### src/rv_fetch_pkg.sv
`default_nettype none

package rv_fetch_pkg;

	typedef logic [31:0] word_t;
	typedef logic [31:0] addr_t;

	// Bank bit on top, register number below
	typedef logic [5:0] reg_index_t;

	typedef logic [7:0] fetch_tag_t;
	typedef logic [31:0] starve_count_t;

	typedef enum logic {
		FETCH,
		WAIT_JUMP
	} pc_state_t;

	// Major opcodes
	localparam logic [6:0] OPC_LOAD     = 7'b0000011;
	localparam logic [6:0] OPC_LOAD_FP  = 7'b0000111;
	localparam logic [6:0] OPC_STORE    = 7'b0100011;
	localparam logic [6:0] OPC_STORE_FP = 7'b0100111;
	localparam logic [6:0] OPC_OP_IMM   = 7'b0010011;
	localparam logic [6:0] OPC_OP       = 7'b0110011;
	localparam logic [6:0] OPC_LUI      = 7'b0110111;
	localparam logic [6:0] OPC_AUIPC    = 7'b0010111;
	localparam logic [6:0] OPC_JAL      = 7'b1101111;
	localparam logic [6:0] OPC_JALR     = 7'b1100111;
	localparam logic [6:0] OPC_BRANCH   = 7'b1100011;
	localparam logic [6:0] OPC_SYSTEM   = 7'b1110011;
	localparam logic [6:0] OPC_OP_FP    = 7'b1010011;
	localparam logic [6:0] OPC_MADD     = 7'b1000011;
	localparam logic [6:0] OPC_MSUB     = 7'b1000111;
	localparam logic [6:0] OPC_NMSUB    = 7'b1001011;
	localparam logic [6:0] OPC_NMADD    = 7'b1001111;

	// Privileged instructions under SYSTEM
	localparam logic [2:0]  F3_PRIV   = 3'b000;
	localparam logic [11:0] F12_ECALL = 12'h000;
	localparam logic [11:0] F12_MRET  = 12'h302;
	localparam logic [11:0] F12_WFI   = 12'h105;

	// OP_FP funct5 values that touch the integer bank
	localparam logic [4:0] F5_FCVT_W_S = 5'b11000;
	localparam logic [4:0] F5_FMV_X_W  = 5'b11100;
	localparam logic [4:0] F5_FCMP     = 5'b10100;
	localparam logic [4:0] F5_FCVT_S_W = 5'b11010;
	localparam logic [4:0] F5_FMV_W_X  = 5'b11110;

endpackage

`default_nettype wire
### src/rv_fetch_top.sv
`default_nettype none
`timescale 1ns/10ps

module rv_fetch_top
	import rv_fetch_pkg::*;
#(
	parameter addr_t RESET_VECTOR = 32'h0000_0000,
	parameter int CACHE_LINES = 16,
	parameter int QUEUE_DEPTH = 4
)(
	input wire i_clock,
	input wire i_reset,

	input wire i_jump,
	input wire addr_t i_jump_pc,

	input wire i_irq_pending,
	input wire addr_t i_irq_pc,
	output logic o_irq_dispatched,
	output addr_t o_irq_epc,

	output logic o_bus_request,
	input wire i_bus_ready,
	output addr_t o_bus_address,
	input wire word_t i_bus_rdata,

	input wire i_decode_busy,
	output logic o_fetch_valid,
	output addr_t o_fetch_pc,
	output word_t o_fetch_instruction,
	output fetch_tag_t o_fetch_tag,
	output reg_index_t o_fetch_rs1,
	output reg_index_t o_fetch_rs2,
	output reg_index_t o_fetch_rs3,
	output reg_index_t o_fetch_rd,

	output starve_count_t o_starve_count
);

	addr_t pc;
	logic fetch_enable;
	logic redirect;

	logic cache_valid;
	word_t cache_word;
	addr_t cache_pc;

	logic flow_change;
	logic pd_valid;
	addr_t pd_pc;
	word_t pd_word;
	fetch_tag_t pd_tag;
	reg_index_t pd_rs1;
	reg_index_t pd_rs2;
	reg_index_t pd_rs3;
	reg_index_t pd_rd;

	logic queue_ready;

	rv_fetch_pc #(
		.RESET_VECTOR(RESET_VECTOR)
	) i_rv_fetch_pc (
		.i_clock(i_clock),
		.i_reset(i_reset),
		.i_jump(i_jump),
		.i_jump_pc(i_jump_pc),
		.i_irq_pending(i_irq_pending),
		.i_irq_pc(i_irq_pc),
		.o_irq_dispatched(o_irq_dispatched),
		.o_irq_epc(o_irq_epc),
		.o_pc(pc),
		.o_fetch_enable(fetch_enable),
		.o_redirect(redirect),
		.i_cache_valid(cache_valid),
		.i_flow_change(flow_change),
		.i_queue_ready(queue_ready),
		.o_starve_count(o_starve_count)
	);

	rv_icache #(
		.CACHE_LINES(CACHE_LINES)
	) i_rv_icache (
		.i_clock(i_clock),
		.i_reset(i_reset),
		.i_pc(pc),
		.i_fetch_enable(fetch_enable),
		.i_redirect(redirect),
		.o_valid(cache_valid),
		.o_word(cache_word),
		.o_word_pc(cache_pc),
		.o_bus_request(o_bus_request),
		.i_bus_ready(i_bus_ready),
		.o_bus_address(o_bus_address),
		.i_bus_rdata(i_bus_rdata)
	);

	rv_predecode i_rv_predecode (
		.i_clock(i_clock),
		.i_reset(i_reset),
		.i_valid(cache_valid),
		.i_word(cache_word),
		.i_pc(cache_pc),
		.o_flow_change(flow_change),
		.o_valid(pd_valid),
		.o_pc(pd_pc),
		.o_word(pd_word),
		.o_tag(pd_tag),
		.o_rs1(pd_rs1),
		.o_rs2(pd_rs2),
		.o_rs3(pd_rs3),
		.o_rd(pd_rd)
	);

	rv_fetch_queue #(
		.QUEUE_DEPTH(QUEUE_DEPTH)
	) i_rv_fetch_queue (
		.i_clock(i_clock),
		.i_reset(i_reset),
		.i_valid(pd_valid),
		.i_pc(pd_pc),
		.i_word(pd_word),
		.i_tag(pd_tag),
		.i_rs1(pd_rs1),
		.i_rs2(pd_rs2),
		.i_rs3(pd_rs3),
		.i_rd(pd_rd),
		.o_queue_ready(queue_ready),
		.i_decode_busy(i_decode_busy),
		.o_fetch_valid(o_fetch_valid),
		.o_fetch_pc(o_fetch_pc),
		.o_fetch_instruction(o_fetch_instruction),
		.o_fetch_tag(o_fetch_tag),
		.o_fetch_rs1(o_fetch_rs1),
		.o_fetch_rs2(o_fetch_rs2),
		.o_fetch_rs3(o_fetch_rs3),
		.o_fetch_rd(o_fetch_rd)
	);

endmodule

`default_nettype wire

### src/rv_fetch_queue.sv
`default_nettype none
`timescale 1ns/10ps

module rv_fetch_queue
	import rv_fetch_pkg::*;
#(
	parameter int QUEUE_DEPTH = 4
)(
	input wire i_clock,
	input wire i_reset,

	// From predecode
	input wire i_valid,
	input wire addr_t i_pc,
	input wire word_t i_word,
	input wire fetch_tag_t i_tag,
	input wire reg_index_t i_rs1,
	input wire reg_index_t i_rs2,
	input wire reg_index_t i_rs3,
	input wire reg_index_t i_rd,

	output logic o_queue_ready,

	// Towards the decoder
	input wire i_decode_busy,
	output logic o_fetch_valid,
	output addr_t o_fetch_pc,
	output word_t o_fetch_instruction,
	output fetch_tag_t o_fetch_tag,
	output reg_index_t o_fetch_rs1,
	output reg_index_t o_fetch_rs2,
	output reg_index_t o_fetch_rs3,
	output reg_index_t o_fetch_rd
);

	localparam int PTR_BITS = $clog2(QUEUE_DEPTH);
	localparam int COUNT_BITS = $clog2(QUEUE_DEPTH + 1);

	addr_t pc_mem [QUEUE_DEPTH];
	word_t word_mem [QUEUE_DEPTH];
	fetch_tag_t tag_mem [QUEUE_DEPTH];
	reg_index_t rs1_mem [QUEUE_DEPTH];
	reg_index_t rs2_mem [QUEUE_DEPTH];
	reg_index_t rs3_mem [QUEUE_DEPTH];
	reg_index_t rd_mem [QUEUE_DEPTH];

	logic [PTR_BITS-1:0] head;
	logic [PTR_BITS-1:0] tail;
	logic [COUNT_BITS-1:0] count;
	logic pop;

	function automatic logic [PTR_BITS-1:0] advance(input logic [PTR_BITS-1:0] ptr);
		if (ptr == PTR_BITS'(QUEUE_DEPTH - 1))
			return '0;
		return ptr + 1'b1;
	endfunction

	// Room for a new lookup plus the word still in predecode
	assign o_queue_ready = (int'(count) + 3) <= QUEUE_DEPTH;

	assign o_fetch_valid = (count != '0);
	assign pop = o_fetch_valid && !i_decode_busy;

	assign o_fetch_pc = pc_mem[head];
	assign o_fetch_instruction = word_mem[head];
	assign o_fetch_tag = tag_mem[head];
	assign o_fetch_rs1 = rs1_mem[head];
	assign o_fetch_rs2 = rs2_mem[head];
	assign o_fetch_rs3 = rs3_mem[head];
	assign o_fetch_rd = rd_mem[head];

	always_ff @(posedge i_clock) begin
		if (i_reset) begin
			head <= '0;
			tail <= '0;
			count <= '0;
		end else begin
			if (i_valid)
				tail <= advance(tail);
			if (pop)
				head <= advance(head);
			case ({i_valid, pop})
				2'b10: count <= count + 1'b1;
				2'b01: count <= count - 1'b1;
				default: ;
			endcase
		end
	end

	always_ff @(posedge i_clock) begin
		if (i_valid) begin
			pc_mem[tail] <= i_pc;
			word_mem[tail] <= i_word;
			tag_mem[tail] <= i_tag;
			rs1_mem[tail] <= i_rs1;
			rs2_mem[tail] <= i_rs2;
			rs3_mem[tail] <= i_rs3;
			rd_mem[tail] <= i_rd;
		end
	end

endmodule

`default_nettype wire

### src/rv_predecode.sv
`default_nettype none
`timescale 1ns/10ps

module rv_predecode
	import rv_fetch_pkg::*;
(
	input wire i_clock,
	input wire i_reset,

	input wire i_valid,
	input wire word_t i_word,
	input wire addr_t i_pc,

	output logic o_flow_change,

	output logic o_valid,
	output addr_t o_pc,
	output word_t o_word,
	output fetch_tag_t o_tag,
	output reg_index_t o_rs1,
	output reg_index_t o_rs2,
	output reg_index_t o_rs3,
	output reg_index_t o_rd
);

	logic [6:0] opcode;
	logic [2:0] funct3;
	logic [4:0] funct5;
	logic [11:0] funct12;

	logic is_r, is_r4, is_i, is_s, is_b, is_u, is_j, is_csr;
	logic is_fp_op, is_priv;
	logic rs1_bank, rs2_bank, rd_bank;
	fetch_tag_t next_tag;

	assign opcode = i_word[6:0];
	assign funct3 = i_word[14:12];
	assign funct5 = i_word[31:27];
	assign funct12 = i_word[31:20];

	always_comb begin
		is_r = 1'b0;
		is_r4 = 1'b0;
		is_i = 1'b0;
		is_s = 1'b0;
		is_b = 1'b0;
		is_u = 1'b0;
		is_j = 1'b0;
		is_csr = 1'b0;
		case (opcode)
			OPC_OP, OPC_OP_FP: is_r = 1'b1;
			OPC_MADD, OPC_MSUB, OPC_NMSUB, OPC_NMADD: is_r4 = 1'b1;
			OPC_LOAD, OPC_LOAD_FP, OPC_OP_IMM, OPC_JALR: is_i = 1'b1;
			OPC_STORE, OPC_STORE_FP: is_s = 1'b1;
			OPC_BRANCH: is_b = 1'b1;
			OPC_LUI, OPC_AUIPC: is_u = 1'b1;
			OPC_JAL: is_j = 1'b1;
			OPC_SYSTEM: is_csr = 1'b1;
			default: ;
		endcase
	end

	assign is_fp_op = (opcode == OPC_OP_FP);

	// Float bank selection, moves and conversions keep one side integer
	assign rd_bank = is_r4 || (opcode == OPC_LOAD_FP) ||
		(is_fp_op && !(funct5 inside {F5_FCVT_W_S, F5_FMV_X_W, F5_FCMP}));
	assign rs1_bank = is_r4 || (is_fp_op && !(funct5 inside {F5_FCVT_S_W, F5_FMV_W_X}));
	assign rs2_bank = is_r4 || is_fp_op || (opcode == OPC_STORE_FP);

	assign is_priv = is_csr && (funct3 == F3_PRIV) &&
		(funct12 inside {F12_ECALL, F12_MRET, F12_WFI});
	assign o_flow_change = i_valid &&
		((opcode inside {OPC_JAL, OPC_JALR, OPC_BRANCH}) || is_priv);

	always_ff @(posedge i_clock) begin
		if (i_reset) begin
			o_valid <= 1'b0;
			next_tag <= '0;
		end else begin
			o_valid <= i_valid;
			if (i_valid)
				next_tag <= next_tag + 1'b1;
		end
	end

	// Absent fields read as register zero of the integer bank
	always_ff @(posedge i_clock) begin
		if (i_valid) begin
			o_pc <= i_pc;
			o_word <= i_word;
			o_tag <= next_tag;
			o_rs1 <= (is_r || is_r4 || is_i || is_s || is_b || is_csr) ?
				{rs1_bank, i_word[19:15]} : '0;
			o_rs2 <= (is_r || is_r4 || is_s || is_b) ? {rs2_bank, i_word[24:20]} : '0;
			o_rs3 <= is_r4 ? {1'b1, i_word[31:27]} : '0;
			o_rd <= (is_r || is_r4 || is_i || is_u || is_j || is_csr) ?
				{rd_bank, i_word[11:7]} : '0;
		end
	end

endmodule

`default_nettype wire

### src/rv_icache.sv
`default_nettype none
`timescale 1ns/10ps

module rv_icache
	import rv_fetch_pkg::*;
#(
	parameter int CACHE_LINES = 16
)(
	input wire i_clock,
	input wire i_reset,

	// Lookup from the pc stage
	input wire addr_t i_pc,
	input wire i_fetch_enable,
	input wire i_redirect,

	// Returned word
	output logic o_valid,
	output word_t o_word,
	output addr_t o_word_pc,

	// Memory bus
	output logic o_bus_request,
	input wire i_bus_ready,
	output addr_t o_bus_address,
	input wire word_t i_bus_rdata
);

	localparam int INDEX_BITS = $clog2(CACHE_LINES);
	localparam int TAG_BITS = 30 - INDEX_BITS;

	typedef enum logic {
		CACHE_LOOKUP,
		CACHE_MISS
	} cache_state_t;

	cache_state_t state;

	logic [CACHE_LINES-1:0] line_valid;
	logic [TAG_BITS-1:0] tag_array [CACHE_LINES];
	word_t data_array [CACHE_LINES];

	logic [INDEX_BITS-1:0] pc_index;
	logic [TAG_BITS-1:0] pc_tag;
	logic [INDEX_BITS-1:0] fill_index;
	logic [TAG_BITS-1:0] fill_tag;

	addr_t miss_pc;
	logic hit;
	logic lookup;
	logic fill;
	logic out_valid;
	logic stale;

	assign pc_index = i_pc[2 +: INDEX_BITS];
	assign pc_tag = i_pc[31 -: TAG_BITS];
	assign fill_index = miss_pc[2 +: INDEX_BITS];
	assign fill_tag = miss_pc[31 -: TAG_BITS];

	assign hit = line_valid[pc_index] && (tag_array[pc_index] == pc_tag);

	// No new lookup while a word is on the output, its pc is about to move
	assign lookup = (state == CACHE_LOOKUP) && i_fetch_enable && !out_valid;
	assign fill = (state == CACHE_MISS) && i_bus_ready;

	assign o_bus_request = (state == CACHE_MISS);
	assign o_bus_address = miss_pc;

	// Drop the word when the pc stage has just moved elsewhere
	assign o_valid = out_valid && !i_redirect;

	always_ff @(posedge i_clock) begin
		if (i_reset) begin
			state <= CACHE_LOOKUP;
			line_valid <= '0;
			out_valid <= 1'b0;
			stale <= 1'b0;
		end else begin
			out_valid <= 1'b0;

			case (state)
				CACHE_LOOKUP: begin
					if (lookup) begin
						if (hit) begin
							out_valid <= 1'b1;
						end else begin
							state <= CACHE_MISS;
							stale <= 1'b0;
						end
					end
				end

				CACHE_MISS: begin
					if (i_redirect)
						stale <= 1'b1;
					if (fill) begin
						line_valid[fill_index] <= 1'b1;
						out_valid <= !(stale || i_redirect);
						state <= CACHE_LOOKUP;
					end
				end

				default:
					state <= CACHE_LOOKUP;
			endcase
		end
	end

	// Arrays and returned word
	always_ff @(posedge i_clock) begin
		if (lookup) begin
			o_word <= data_array[pc_index];
			o_word_pc <= i_pc;
			miss_pc <= i_pc;
		end

		// Fill the line and hand the same word on
		if (fill) begin
			tag_array[fill_index] <= fill_tag;
			data_array[fill_index] <= i_bus_rdata;
			o_word <= i_bus_rdata;
			o_word_pc <= miss_pc;
		end
	end

endmodule

`default_nettype wire

### src/rv_fetch_pc.sv
`default_nettype none
`timescale 1ns/10ps

module rv_fetch_pc
	import rv_fetch_pkg::*;
#(
	parameter addr_t RESET_VECTOR = 32'h0000_0000
)(
	input wire i_clock,
	input wire i_reset,

	// Jump from the decoder
	input wire i_jump,
	input wire addr_t i_jump_pc,

	// Interrupt
	input wire i_irq_pending,
	input wire addr_t i_irq_pc,
	output logic o_irq_dispatched,
	output addr_t o_irq_epc,

	// Towards the cache
	output addr_t o_pc,
	output logic o_fetch_enable,
	output logic o_redirect,

	input wire i_cache_valid,
	input wire i_flow_change,
	input wire i_queue_ready,
	output starve_count_t o_starve_count
);

	pc_state_t state;
	addr_t pc;
	logic irq_take;

	// A returning word is accepted first, the interrupt follows a cycle later
	assign irq_take = i_irq_pending && !o_irq_dispatched && !i_cache_valid;

	assign o_pc = pc;
	assign o_fetch_enable = (state == FETCH) && i_queue_ready;

	always_ff @(posedge i_clock) begin
		if (i_reset) begin
			state <= FETCH;
			pc <= RESET_VECTOR;
			o_redirect <= 1'b0;
			o_irq_dispatched <= 1'b0;
			o_starve_count <= '0;
		end else begin
			o_redirect <= 1'b0;
			o_irq_dispatched <= 1'b0;

			if (irq_take) begin
				pc <= i_irq_pc;
				state <= FETCH;
				o_redirect <= 1'b1;
				o_irq_dispatched <= 1'b1;
			end else begin
				case (state)
					FETCH: begin
						if (i_cache_valid) begin
							// Hold pc on control flow until the target is known
							if (i_flow_change)
								state <= WAIT_JUMP;
							else
								pc <= pc + 32'd4;
						end else if (i_queue_ready) begin
							o_starve_count <= o_starve_count + 1'b1;
						end
					end

					WAIT_JUMP: begin
						if (i_jump) begin
							pc <= i_jump_pc;
							state <= FETCH;
							o_redirect <= 1'b1;
						end
					end

					default:
						state <= FETCH;
				endcase
			end
		end
	end

	// Interrupted pc, kept until the next dispatch
	always_ff @(posedge i_clock) begin
		if (irq_take && !i_reset)
			o_irq_epc <= pc;
	end

endmodule

`default_nettype wire

### config.mk
export PLATFORM = sky130hd
export DESIGN_NAME = rv_fetch_top
export DESIGN_NICKNAME = d
export VERILOG_FILES = /design/src/rv_fetch_pkg.sv /design/src/rv_fetch_top.sv /design/src/rv_fetch_queue.sv /design/src/rv_predecode.sv /design/src/rv_icache.sv /design/src/rv_fetch_pc.sv
export SDC_FILE = /design/constraint.sdc
export NUM_CORES = 1
export LEC_CHECK = 0
export ABC_AREA = 0
export BUFFER_PORTS_ARGS = -buffer_cell sky130_fd_sc_hd__buf_2
export CAP_MARGIN = 20
export CORE_AREA = 8 8 347 349
export DETAILED_ROUTE_END_ITERATION = 6
export DIE_AREA = 0 0 355 357
export PLACE_DENSITY = 0.75
export REMOVE_ABC_BUFFERS = 1
export SLEW_MARGIN = 20
export SYNTH_ARGS = -nofsm -noshare
export SYNTH_HDL_FRONTEND = slang
export SYNTH_SLANG_ARGS = --single-unit
### constraint.sdc
create_clock -name i_clock -period 5.6 [get_ports i_clock]
set_clock_uncertainty 0.05 [all_clocks]
set_input_delay 0.56 -clock i_clock [delete_from_list [all_inputs] [get_ports i_clock]]
set_output_delay 0.56 -clock i_clock [all_outputs]
set_load 0.01 [all_outputs]
* After elaboration in Yosys (flattened, before gate mapping)
Memories as Yosys holds them, arrays and structs flattened. A register that Yosys moved wholly into a read port is not among the register bits.
Cells that the tools add are included.
** Storage, ports and cells
- Bits in registers :: 326
- Bits in writable memories :: 1312
- Input bits :: 102
- Output and inout port bits :: 195
- Logic and storage cells :: 223
- Memories :: 9
** Cells by class
- $add $sub $neg :: 8
- Magnitude comparators :: 4
- Equal/unequal tests :: 35
- Muxes and demuxes :: 75
- Bitwise operators :: 5
- Reductions and logical operators :: 61
** Memories
- i_rv_icache.data_array :: depth 16, width 32, rd ports 1, clocked after Yosys merged registers in 1, write ports 1, line rv_icache.sv:41 : word_t data_array [CACHE_LINES];
- i_rv_icache.tag_array :: depth 16, width 26, rd ports 1, clocked after Yosys merged registers in 1, write ports 1, line rv_icache.sv:40 : logic [TAG_BITS-1:0] tag_array [CACHE_LINES];
- i_rv_fetch_queue.pc_mem :: depth 4, width 32, rd ports 1, clocked after Yosys merged registers in 1, write ports 1, line rv_fetch_queue.sv:39 : addr_t pc_mem [QUEUE_DEPTH];
- i_rv_fetch_queue.word_mem :: depth 4, width 32, rd ports 1, clocked after Yosys merged registers in 1, write ports 1, line rv_fetch_queue.sv:40 : word_t word_mem [QUEUE_DEPTH];
- i_rv_fetch_queue.tag_mem :: depth 4, width 8, rd ports 1, clocked after Yosys merged registers in 1, write ports 1, line rv_fetch_queue.sv:41 : fetch_tag_t tag_mem [QUEUE_DEPTH];
- i_rv_fetch_queue.rd_mem :: depth 4, width 6, rd ports 1, clocked after Yosys merged registers in 1, write ports 1, line rv_fetch_queue.sv:45 : reg_index_t rd_mem [QUEUE_DEPTH];
- 3 more memories
** Operators with widths (number)
- 32-bit 2-to-1 mux :: 8
- 32-bit case mux with 2 select lines :: 1
- 7-bit == test, second input constant :: 9
- 1-bit 2-to-1 mux :: 36
- 2-bit 2-to-1 mux :: 18
- 32-bit by 1-bit adder with 32-bit output, second input constant :: 1
- 32-bit by 3-bit adder with 32-bit output, second input constant :: 1
- 32-bit by 4-bit <= comparator with 1-bit output, second input constant :: 1
- 7-bit by 6-bit == test with 1-bit output, second input constant :: 4
- 26-bit == test :: 1
- 5-bit == test, second input constant :: 5
- 1-bit logical OR :: 17
- 1-bit logical AND :: 16
- 4-bit 2-to-1 mux :: 4
- 16-bit bitwise OR :: 1
- 7-bit by 5-bit == test with 1-bit output, second input constant :: 2
- 12-bit by 10-bit == test with 1-bit output, second input constant :: 1
- 12-bit by 9-bit == test with 1-bit output, second input constant :: 1
- 12-bit zero test :: 1
- 3-bit nonzero test :: 4
- 4-bit by 5-bit < comparator with 1-bit output, second input constant :: 2
- 1-bit zero test :: 9
- 8-bit by 1-bit adder with 8-bit output, second input constant :: 1
- 1-bit case mux with 2 select lines :: 4
- 26 further kinds :: 40

* Longest topological paths before layout
Gate-level depths: netlist (run 1).
- Depth in word-level cells :: 12
- Gate-level depth with buffers :: 13
- Gate-level depth less buffers :: 9

* Modules after synthesis
A second synthesis (run 1) with hierarchy kept.
** Unflattened totals
- Cells, all modules :: 3159
- Area total of the unflattened synthesis :: 62891.6 um^2
** By module, submodules not included
- rv_icache :: instances 1, cells an instance 1850, area each 39884.5 um^2
- rv_fetch_queue :: instances 1, cells an instance 552, area each 14312.5 um^2
- rv_fetch_pc :: instances 1, cells an instance 549, area each 4967.3 um^2
- rv_predecode :: instances 1, cells an instance 208, area each 3727.3 um^2

* Least setup slack after synthesis (run 1)
No wires, ideal clock.
- Kind :: input to register
- From :: in i_bus_ready
- To :: mem i_rv_icache.data_array[5][0] in the netlist's numbering (enable)
- Data arrival time :: 5381 ps
- Required time :: 4990 ps
- Path slack :: -391 ps
- Cell stages on the path :: 4
- Buffers on the path :: 1
- Path through :: and2_1 > clkbuf_1 > nand3b_1 > nor3b_1
** On the way
- Word-level cells in the longest chain between the ends :: 3
** RTL lines
- start: declaration :: line rv_fetch_top.sv:23 : input wire i_bus_ready,
- 1-bit logical AND :: line rv_icache.sv:64 : assign fill = (state == CACHE_MISS) && i_bus_ready;
- 1-bit 2-to-1 mux :: line rv_icache.sv:118 : if (fill) begin
- 1-bit 2-to-1 mux (implied by the code) :: line rv_icache.sv:120 : data_array[fill_index] <= i_bus_rdata;
- end: declaration :: line rv_icache.sv:41
Every way passes these cells.

==> out/results.ini, run 1 <==
[status]
status=finished with violations
violations=design-rule violations

[synth]
yosysWarnings=0
synthCells=3180
synth_edf_count=1536
synth_area_sq_um=62700
avgSynthCellArea_sq_um=19.7
ys.flop_type=edfxtp_1
synthArstFlopShare_pct=0
ys_types=67
synth_seq_area_share_pct=77.0
synth_area_leaders=edfxtp_1 74%, mux4_2 12%, dfxtp_1 3.4%
yosysTopAreaCell=edfxtp_1
yosysTopAreaCellShare_pct=73.6
synth_seq_cells=1644

[worst_setup_path]
path_class=reg -> reg
critPathArrivalTime_ns=4.78
end_kind=flip-flop
cp-start-kind=flip-flop
worstRegToRegCells=9
ff2ff_setup_slack_ns=1.45
crit-reg2reg-capture=i_rv_icache.stale
critPathRequiredTime_ns=6.23
crit_fanout=48

[global_routing]
grt_antenna_before_repair=12
grt_start_max_net_pins=73
grt.total_usage_pct=23.0
grt_pass1_vias=32600
grt_pass1_wl_um=216000
grt_overflow=0

[sta]
min_period_ns=4.15
grt_setup_unrepaired=no
max_freq_ghz=0.241
drv_slew=0
setup-violations-final=0
worstMarginPinSlew_ns=1.16
setup_tns_ns=0
post-route-period-util_pct=74.1
maxSlewHeadroom_pct=22.8
hold_viol_final=0

[cts]
clock-sinks=1644
clk_pin_slew_ns=0.06
cts_buffer_depth=3
htree_levels=4
cts_made_buffers=158
cts_tree=built
cts-root-buf=clkbuf_16
cts_resized=0
clk_latency_ns=0.77

[worst_hold_path]
holdPathEnd=i_rv_fetch_pc.o_pc[19]
holdPathStages=3
min-delay-start=i_irq_pc[19]
min_path_type=in -> reg

[drt]
routed_wl_um=148000
drt_iter0_markers=3725
drt_first_pass_iters=7
via_count=32200
remaining_drc_errors=3
detail-route-antenna-nets=0
via_per_inst=6.19
wl_per_cell_um=28.4

[power_and_ir_drop]
p_leak_nw=23.3
pwr_density_cell_nw_per_um2=384
ir_drop_mv=0.252

[floorplanning]
initial_utilization_pct=54.5
io_pins=297
die_area_sq_um=127000
die_width_um=355
coreArea_sq_um=115000
rows=125
die_h_um=357

[finish]
final_cell_mix=1536 x edfxtp_1, 338 x mux4_2, 295 x buf_2
fill_cells=7831
layout.nets=3660
final_util_pct=62.0
layout-drive-gt1-share_pct=26.6
final_common_cell=edfxtp_1
multiInputGateArea_sq_um=13700
seqCellArea_sq_um=48300
syn2layout_area_growth_pct=13.8

[placed_design]
numPortBuffers=296
dp_hpwl_um=83900
gp_congestion=0.847

[flow_run]
maxCapViolCount=0

-- layer usage --
metal / global-route usage [%] / wire length [um] / share of wire [%]
met1: 30.3 / 55400 / 37
met2: 38.0 / 73900 / 50
met3: 5.32 / 13600 / 9.2
met4: 7.90 / 4840 / 3.3
met5: 0 / 63 / 0.043
-- stage by stage --
stage | power [W] | instances | setup WS (ns) | hold WS (ns) | instance area [sq um]
after global placement | 0.0172 | 4901 | 1.55 | 0.351 | 66100
after CTS | 0.0276 | 5197 | 1.48 | 0.00477 | 71300
after detailed placement | 0.0172 | 4903 | 1.51 | 0.355 | 66200
final | 0.0274 | 5203 | 1.45 | 0.0530 | 71400
after floorplan | 0.0164 | 3011 | -7.04 | 0.350 | 62000
after global routing | 0.0282 | 5200 | 1.30 | 0.0290 | 71400
-- cells in the mapped netlist, types with 3 or more instances --
cell type,number
edfxtp_1,1536
mux4_2,338
nand2_1,265
nor2_1,167
dfxtp_1,108
clkbuf_1,103
mux2i_1,83
a21oi_1,54
nand3_1,41
xor2_1,41
o21ai_0,39
xnor2_1,33
buf_1,29
buf_2,26
nand4_1,26
and2_1,25
inv_1,25
a211oi_1,20
nor3_1,19
nor2b_1,14
a221o_1,13
nand2b_1,12
a311oi_1,11
and3_1,11
or3_1,11
ha_1,9
a31oi_1,8
a221oi_1,7
a22oi_1,7
and4_1,7
nand3b_1,7
buf_4,6
mux2_2,6
nor3b_1,6
o211ai_1,6
a21o_1,5
mux4_1,5
o22ai_1,5
buf_6,4
nor4_1,4
o311ai_0,4
or4_1,3
-- flip-flops by register name, summed over array words and instances, names as in the netlist, 8 cells and up, named ones only --
name                          count
i_rv_icache.data_array          512
i_rv_icache.tag_array           416
i_rv_fetch_queue.pc_mem         128
i_rv_fetch_queue.word_mem       128
i_rv_fetch_pc.o_irq_epc          32
i_rv_fetch_pc.o_pc               32
i_rv_fetch_pc.o_starve_count     32
i_rv_fetch_queue.tag_mem         32
i_rv_icache.o_bus_address        32
i_rv_icache.o_word               32
i_rv_icache.o_word_pc            32
i_rv_predecode.o_pc              32
i_rv_predecode.o_word            32
i_rv_fetch_queue.rd_mem          24
i_rv_fetch_queue.rs1_mem         24
i_rv_fetch_queue.rs2_mem         24
i_rv_fetch_queue.rs3_mem         24
i_rv_icache.line_valid           16
i_rv_predecode.next_tag           8
i_rv_predecode.o_tag              8
-- kinds of logic (layout without fill, tap and decap cells) --
logic type	Yosys count	count (layout)	synth area share, %
other cells	0	4	0
simple gates	625	625	4.48
buf+inv	196	691	1.34
xor+xnor	74	74	1.03
flops	1644	1644	77.0
compound gates	199	199	2.13
mux	432	432	13.8
fa+ha+maj	10	10	0.212
-- layout make-up --
type | count | area share, %
Multi-Input combinational cell | 1340 | 19.2
Sequential cell | 1644 | 67.7
Clock inverter | 75 | 0.999
Clock buffer | 212 | 6.09
Tap cell | 1524 | 2.67
Inverter | 27 | 0.147
Antenna cell | 4 | 0.0140
Timing Repair Buffer | 377 | 3.19
-- how the worst max path moves through the flow --
stage,from,end,depth (start not counted)
floorplan,flip-flop,i_rv_icache.stale,7
global placement,flip-flop,i_rv_icache.stale,9
detailed placement,flip-flop,i_rv_icache.stale,9
CTS,flip-flop,i_rv_icache.stale,9
global route,flip-flop,i_rv_icache.stale,9
finish,flip-flop,i_rv_icache.stale,9
-- critical path, stage by stage, from the launching register on --
cell	delay [ns]
dfxtp_4	0.91
buf_12	0.37
and2_1	0.50
a221o_1	0.30
a31oi_1	0.10
mux2i_1	0.35
nand4_1	0.17
or4_1	0.55
or4_4	0.50
a211oi_2	0.23
-- where the power goes --
group / internal (W) / switching [W] / leakage [nW]
clock network: 0.00594 / 0.00448 / 2.48
logic: 0.000932 / 0.00130 / 5.89
registers: 0.0141 / 0.000641 / 14.9
total: 0.0210 / 0.00642 / 23.3
-- timing repair --
item / CTS / global route
hold buffers: 7 / 0
buffers inserted: 0 / 0
endpoints found under the hold margin: 6 / 0
(Power assumes the default switching activity.)
==> run 2: changes to the inputs <==
- ABC_AREA: 0 -> 1
- CORE_AREA: 8 8 347 349 -> 8 8 352 354
- DIE_AREA: 0 0 355 357 -> 0 0 360 362
- clock period: 5.6 -> 3.5 ns (I/O delays scaled with it)
==> run 2 against run 1 <==
The flow now finishes without violations; utilization rose by 0.55 points; via count up 34%; largest cell class unchanged; register-to-register slack got worse by 1.3 ns; non-clock buffer count rose by 117; global-route usage grew 2.2 points; synthesized cell count increased by 63%; combinational power up 100%.
==> out/results.ini, run 2 <==
[status]
status=finished, final reports clean

[cts]
cts_tree=built
clock-sinks=1644  ; unchanged
cts_made_buffers=160  ; +1.3%
cts-root-buf=clkbuf_16
clk_latency_ns=0.78  ; about the same
htree_levels=4  ; unchanged
clk_pin_slew_ns=0.06  ; about the same
cts_buffer_depth=3  ; unchanged

[sta]
grt_setup_unrepaired=no
drv_slew=0  ; unchanged
min_period_ns=3.36  ; -0.795 ns
max_freq_ghz=0.298  ; +24%
hold_viol_final=0  ; unchanged
post-route-period-util_pct=95.9  ; +22 points
worst_slack_ns=0.144  ; -1.31 ns
setup-violations-final=0  ; unchanged
maxSlewHeadroom_pct=27.4  ; +4.6 points
worstMarginPinSlew_ns=1.08  ; -0.0779 ns

[floorplanning]
die_h_um=362  ; +1.4%
coreArea_sq_um=119000  ; +3.1%
initial_utilization_pct=54.5  ; about the same
die_area_sq_um=130000  ; +2.8%
rows=127  ; +1.6%
die_width_um=360  ; +1.4%
io_pins=297  ; unchanged

[drt]
via_per_inst=5.98  ; -3.4%
detail-route-antenna-nets=0  ; unchanged
remaining_drc_errors=0  ; -3
wl_per_cell_um=23.4  ; -18%
drt_iter0_markers=5044  ; +35%
via_count=43200  ; +34%
drt_first_pass_iters=6  ; -1
routed_wl_um=169000  ; +14%

[synth]
synth_seq_area_share_pct=74.7  ; -2.4 points
yosysWarnings=0  ; unchanged
synthArstFlopShare_pct=0  ; unchanged
synthCells=5187  ; +63%
synth_area_leaders=edfxtp_1 71%, o21ai_0 5.0%, nor2_1 4.6%
yosysTopAreaCellShare_pct=71.3  ; -2.3 points
synth_seq_cells=1644  ; unchanged
synth_area_sq_um=64700  ; +3.2%
yosys.cell_count.top_type=edfxtp_1
avgSynthCellArea_sq_um=12.5  ; -37%
synthTopCellsByCount=1536 x edfxtp_1, 800 x nor2_1, 660 x nand2_1
synth_edf_count=1536  ; unchanged
ys.flop_type=edfxtp_1
yosysTopAreaCell=edfxtp_1
ys_types=47  ; -30%

[global_routing]
grt_overflow=0  ; unchanged
grt.total_usage_pct=25.2  ; +2.2 points
grt_pass1_wl_um=254000  ; +17%
grt_pass1_vias=41900  ; +29%
grt_start_max_net_pins=198  ; +170%
grt_antenna_before_repair=10  ; -2

[worst_setup_path]
critPathRequiredTime_ns=4.16  ; -2.07 ns
end_kind=flip-flop
cp-start-kind=flip-flop
crit_fanout=11  ; -77%
ff2ff_setup_slack_ns=0.14  ; -1.31 ns
critPathArrivalTime_ns=4.01  ; -0.77 ns
path_class=reg -> reg

[placed_design]
dp_hpwl_um=97500  ; +16%
placed_area_sq_um=68300  ; +3.2%
place_ws_ns=0.461  ; -1.05 ns
gp_congestion=0.902  ; +6.4%
numPortBuffers=296  ; unchanged

[power_and_ir_drop]
ir_drop_mv=0.475  ; +89%
p_leak_nw=26.4  ; +13%
power.total_w=0.0443  ; +62%
pwr_density_cell_nw_per_um2=597  ; +55%

[finish]
syn2layout_area_growth_pct=14.8
layout.nets=5655  ; +55%
final_cell_mix=1536 x edfxtp_1, 792 x nor2_1, 659 x nand2_1
final_common_cell=edfxtp_1
fin_area_sq_um=74200  ; +4.0%
top_regs=i_rv_icache.data_array: 512 flops, i_rv_icache.tag_array: 416 flops
top_register=i_rv_icache.data_array
final_util_pct=62.6  ; +0.55 points
layout-drive-gt1-share_pct=12.4  ; -14 points
fill_cells=8516  ; +8.7%
largest_reg_flops=512  ; unchanged

[worst_hold_path]
min_path_type=in -> reg

[flow_run]
maxCapViolCount=0  ; unchanged

[run 2: logic make-up (layout without fill, tap and decap cells)]
logic type | Yosys count | in the layout | share of synthesized area, %
adders and majority gates | 10 | 10 | 0.205
AOI/OAI and AO/OA | 1060 | 1060 | 9.35
DFF | 1644 | 1644 | 74.7
xor gates and xnor gates | 25 | 25 | 0.339
buffers and inverters | 585 | 1065 | 3.67
other | 0 | 1 | 0
and+or+nand+nor | 1863 | 1863 | 11.8
[run 2: worst max-delay path: stages (launching register included)]
cell	delay (ns)
dfxtp_1	0.62
nand3_2	0.17
nor2_1	0.15
inv_1	0.08
nor2_2	0.20
nand4_1	0.28
nor3_4	0.39
nand3_1	0.23
o21ai_0	0.21
a21o_1	0.13
nand2_1	0.06
a21oi_1	0.15
dlygate4sd3_1	0.57
[run 2: final cells by class]
class                           count  area (sq um)  area share (%)
Clock inverter                     87           916            1.23
Antenna cell                        1          2.50         0.00337
Tap cell                         1548          1940            2.61
Inverter                          285          1110            1.50
Sequential cell                  1644         48300            65.1
Multi-Input combinational cell   2958         14100            19.0
Timing Repair Buffer              494          3680            4.95
Clock buffer                      199          4190            5.65
[run 2: path summary, 6_finish.rpt]
path	startpoint	endpoint	depth (start not counted)
setup / recovery	i_rv_fetch_pc.o_pc[4]	i_rv_fetch_pc.o_pc[31]	12
hold / removal	i_jump_pc[2]	flip-flop	5
setup reg to reg	i_rv_fetch_pc.o_pc[4]	i_rv_fetch_pc.o_pc[31]	12
hold reg to reg	i_rv_icache.o_word_pc[21]	i_rv_predecode.o_pc[21]	0
[run 2: report_power, final]
group | leakage, nW | switching (W) | internal [W]
Sequential | 14.9 | 0.000651 | 0.0224
Combinational | 8.99 | 0.00318 | 0.00135
Clock | 2.48 | 0.00721 | 0.00950
[run 2: stage by stage]
stage / TNS (ns) / hold slack (ns) / std cells
2_1_floorplan: -2327.34 / 0.350 / 4887
3_3_place_gp: 0 / 0.353 / 6851
3_5_place_dp: 0 / 0.355 / 6851
4_1_cts: 0 / 0.00571 / 7214
5_1_grt: 0 / 0.00199 / 7215
6_report: 0 / 0.0506 / 7216
[run 2: metal layers]
| layer | part of all wire (%) | wire, um | vias up | global-route usage [%] |
|---|---|---|---|---|
| met2 | 48 | 80200 | 2522 | 40.6 |
| met5 | 0.024 | 41 | - | 0 |
| li1 | - | - | 19400 | - |
| met1 | 38 | 63600 | 20800 | 33.4 |
| met4 | 4.2 | 7090 | 6 | 10.8 |
| met3 | 11 | 17900 | 497 | 5.31 |
[run 2: repair_timing]
item,in CTS,in global routing
hold endpoints to repair,547,0
buffers inserted,0,0
gates resized for setup,0,4
endpoints found under the setup margin,0,7
hold buffers,77,0
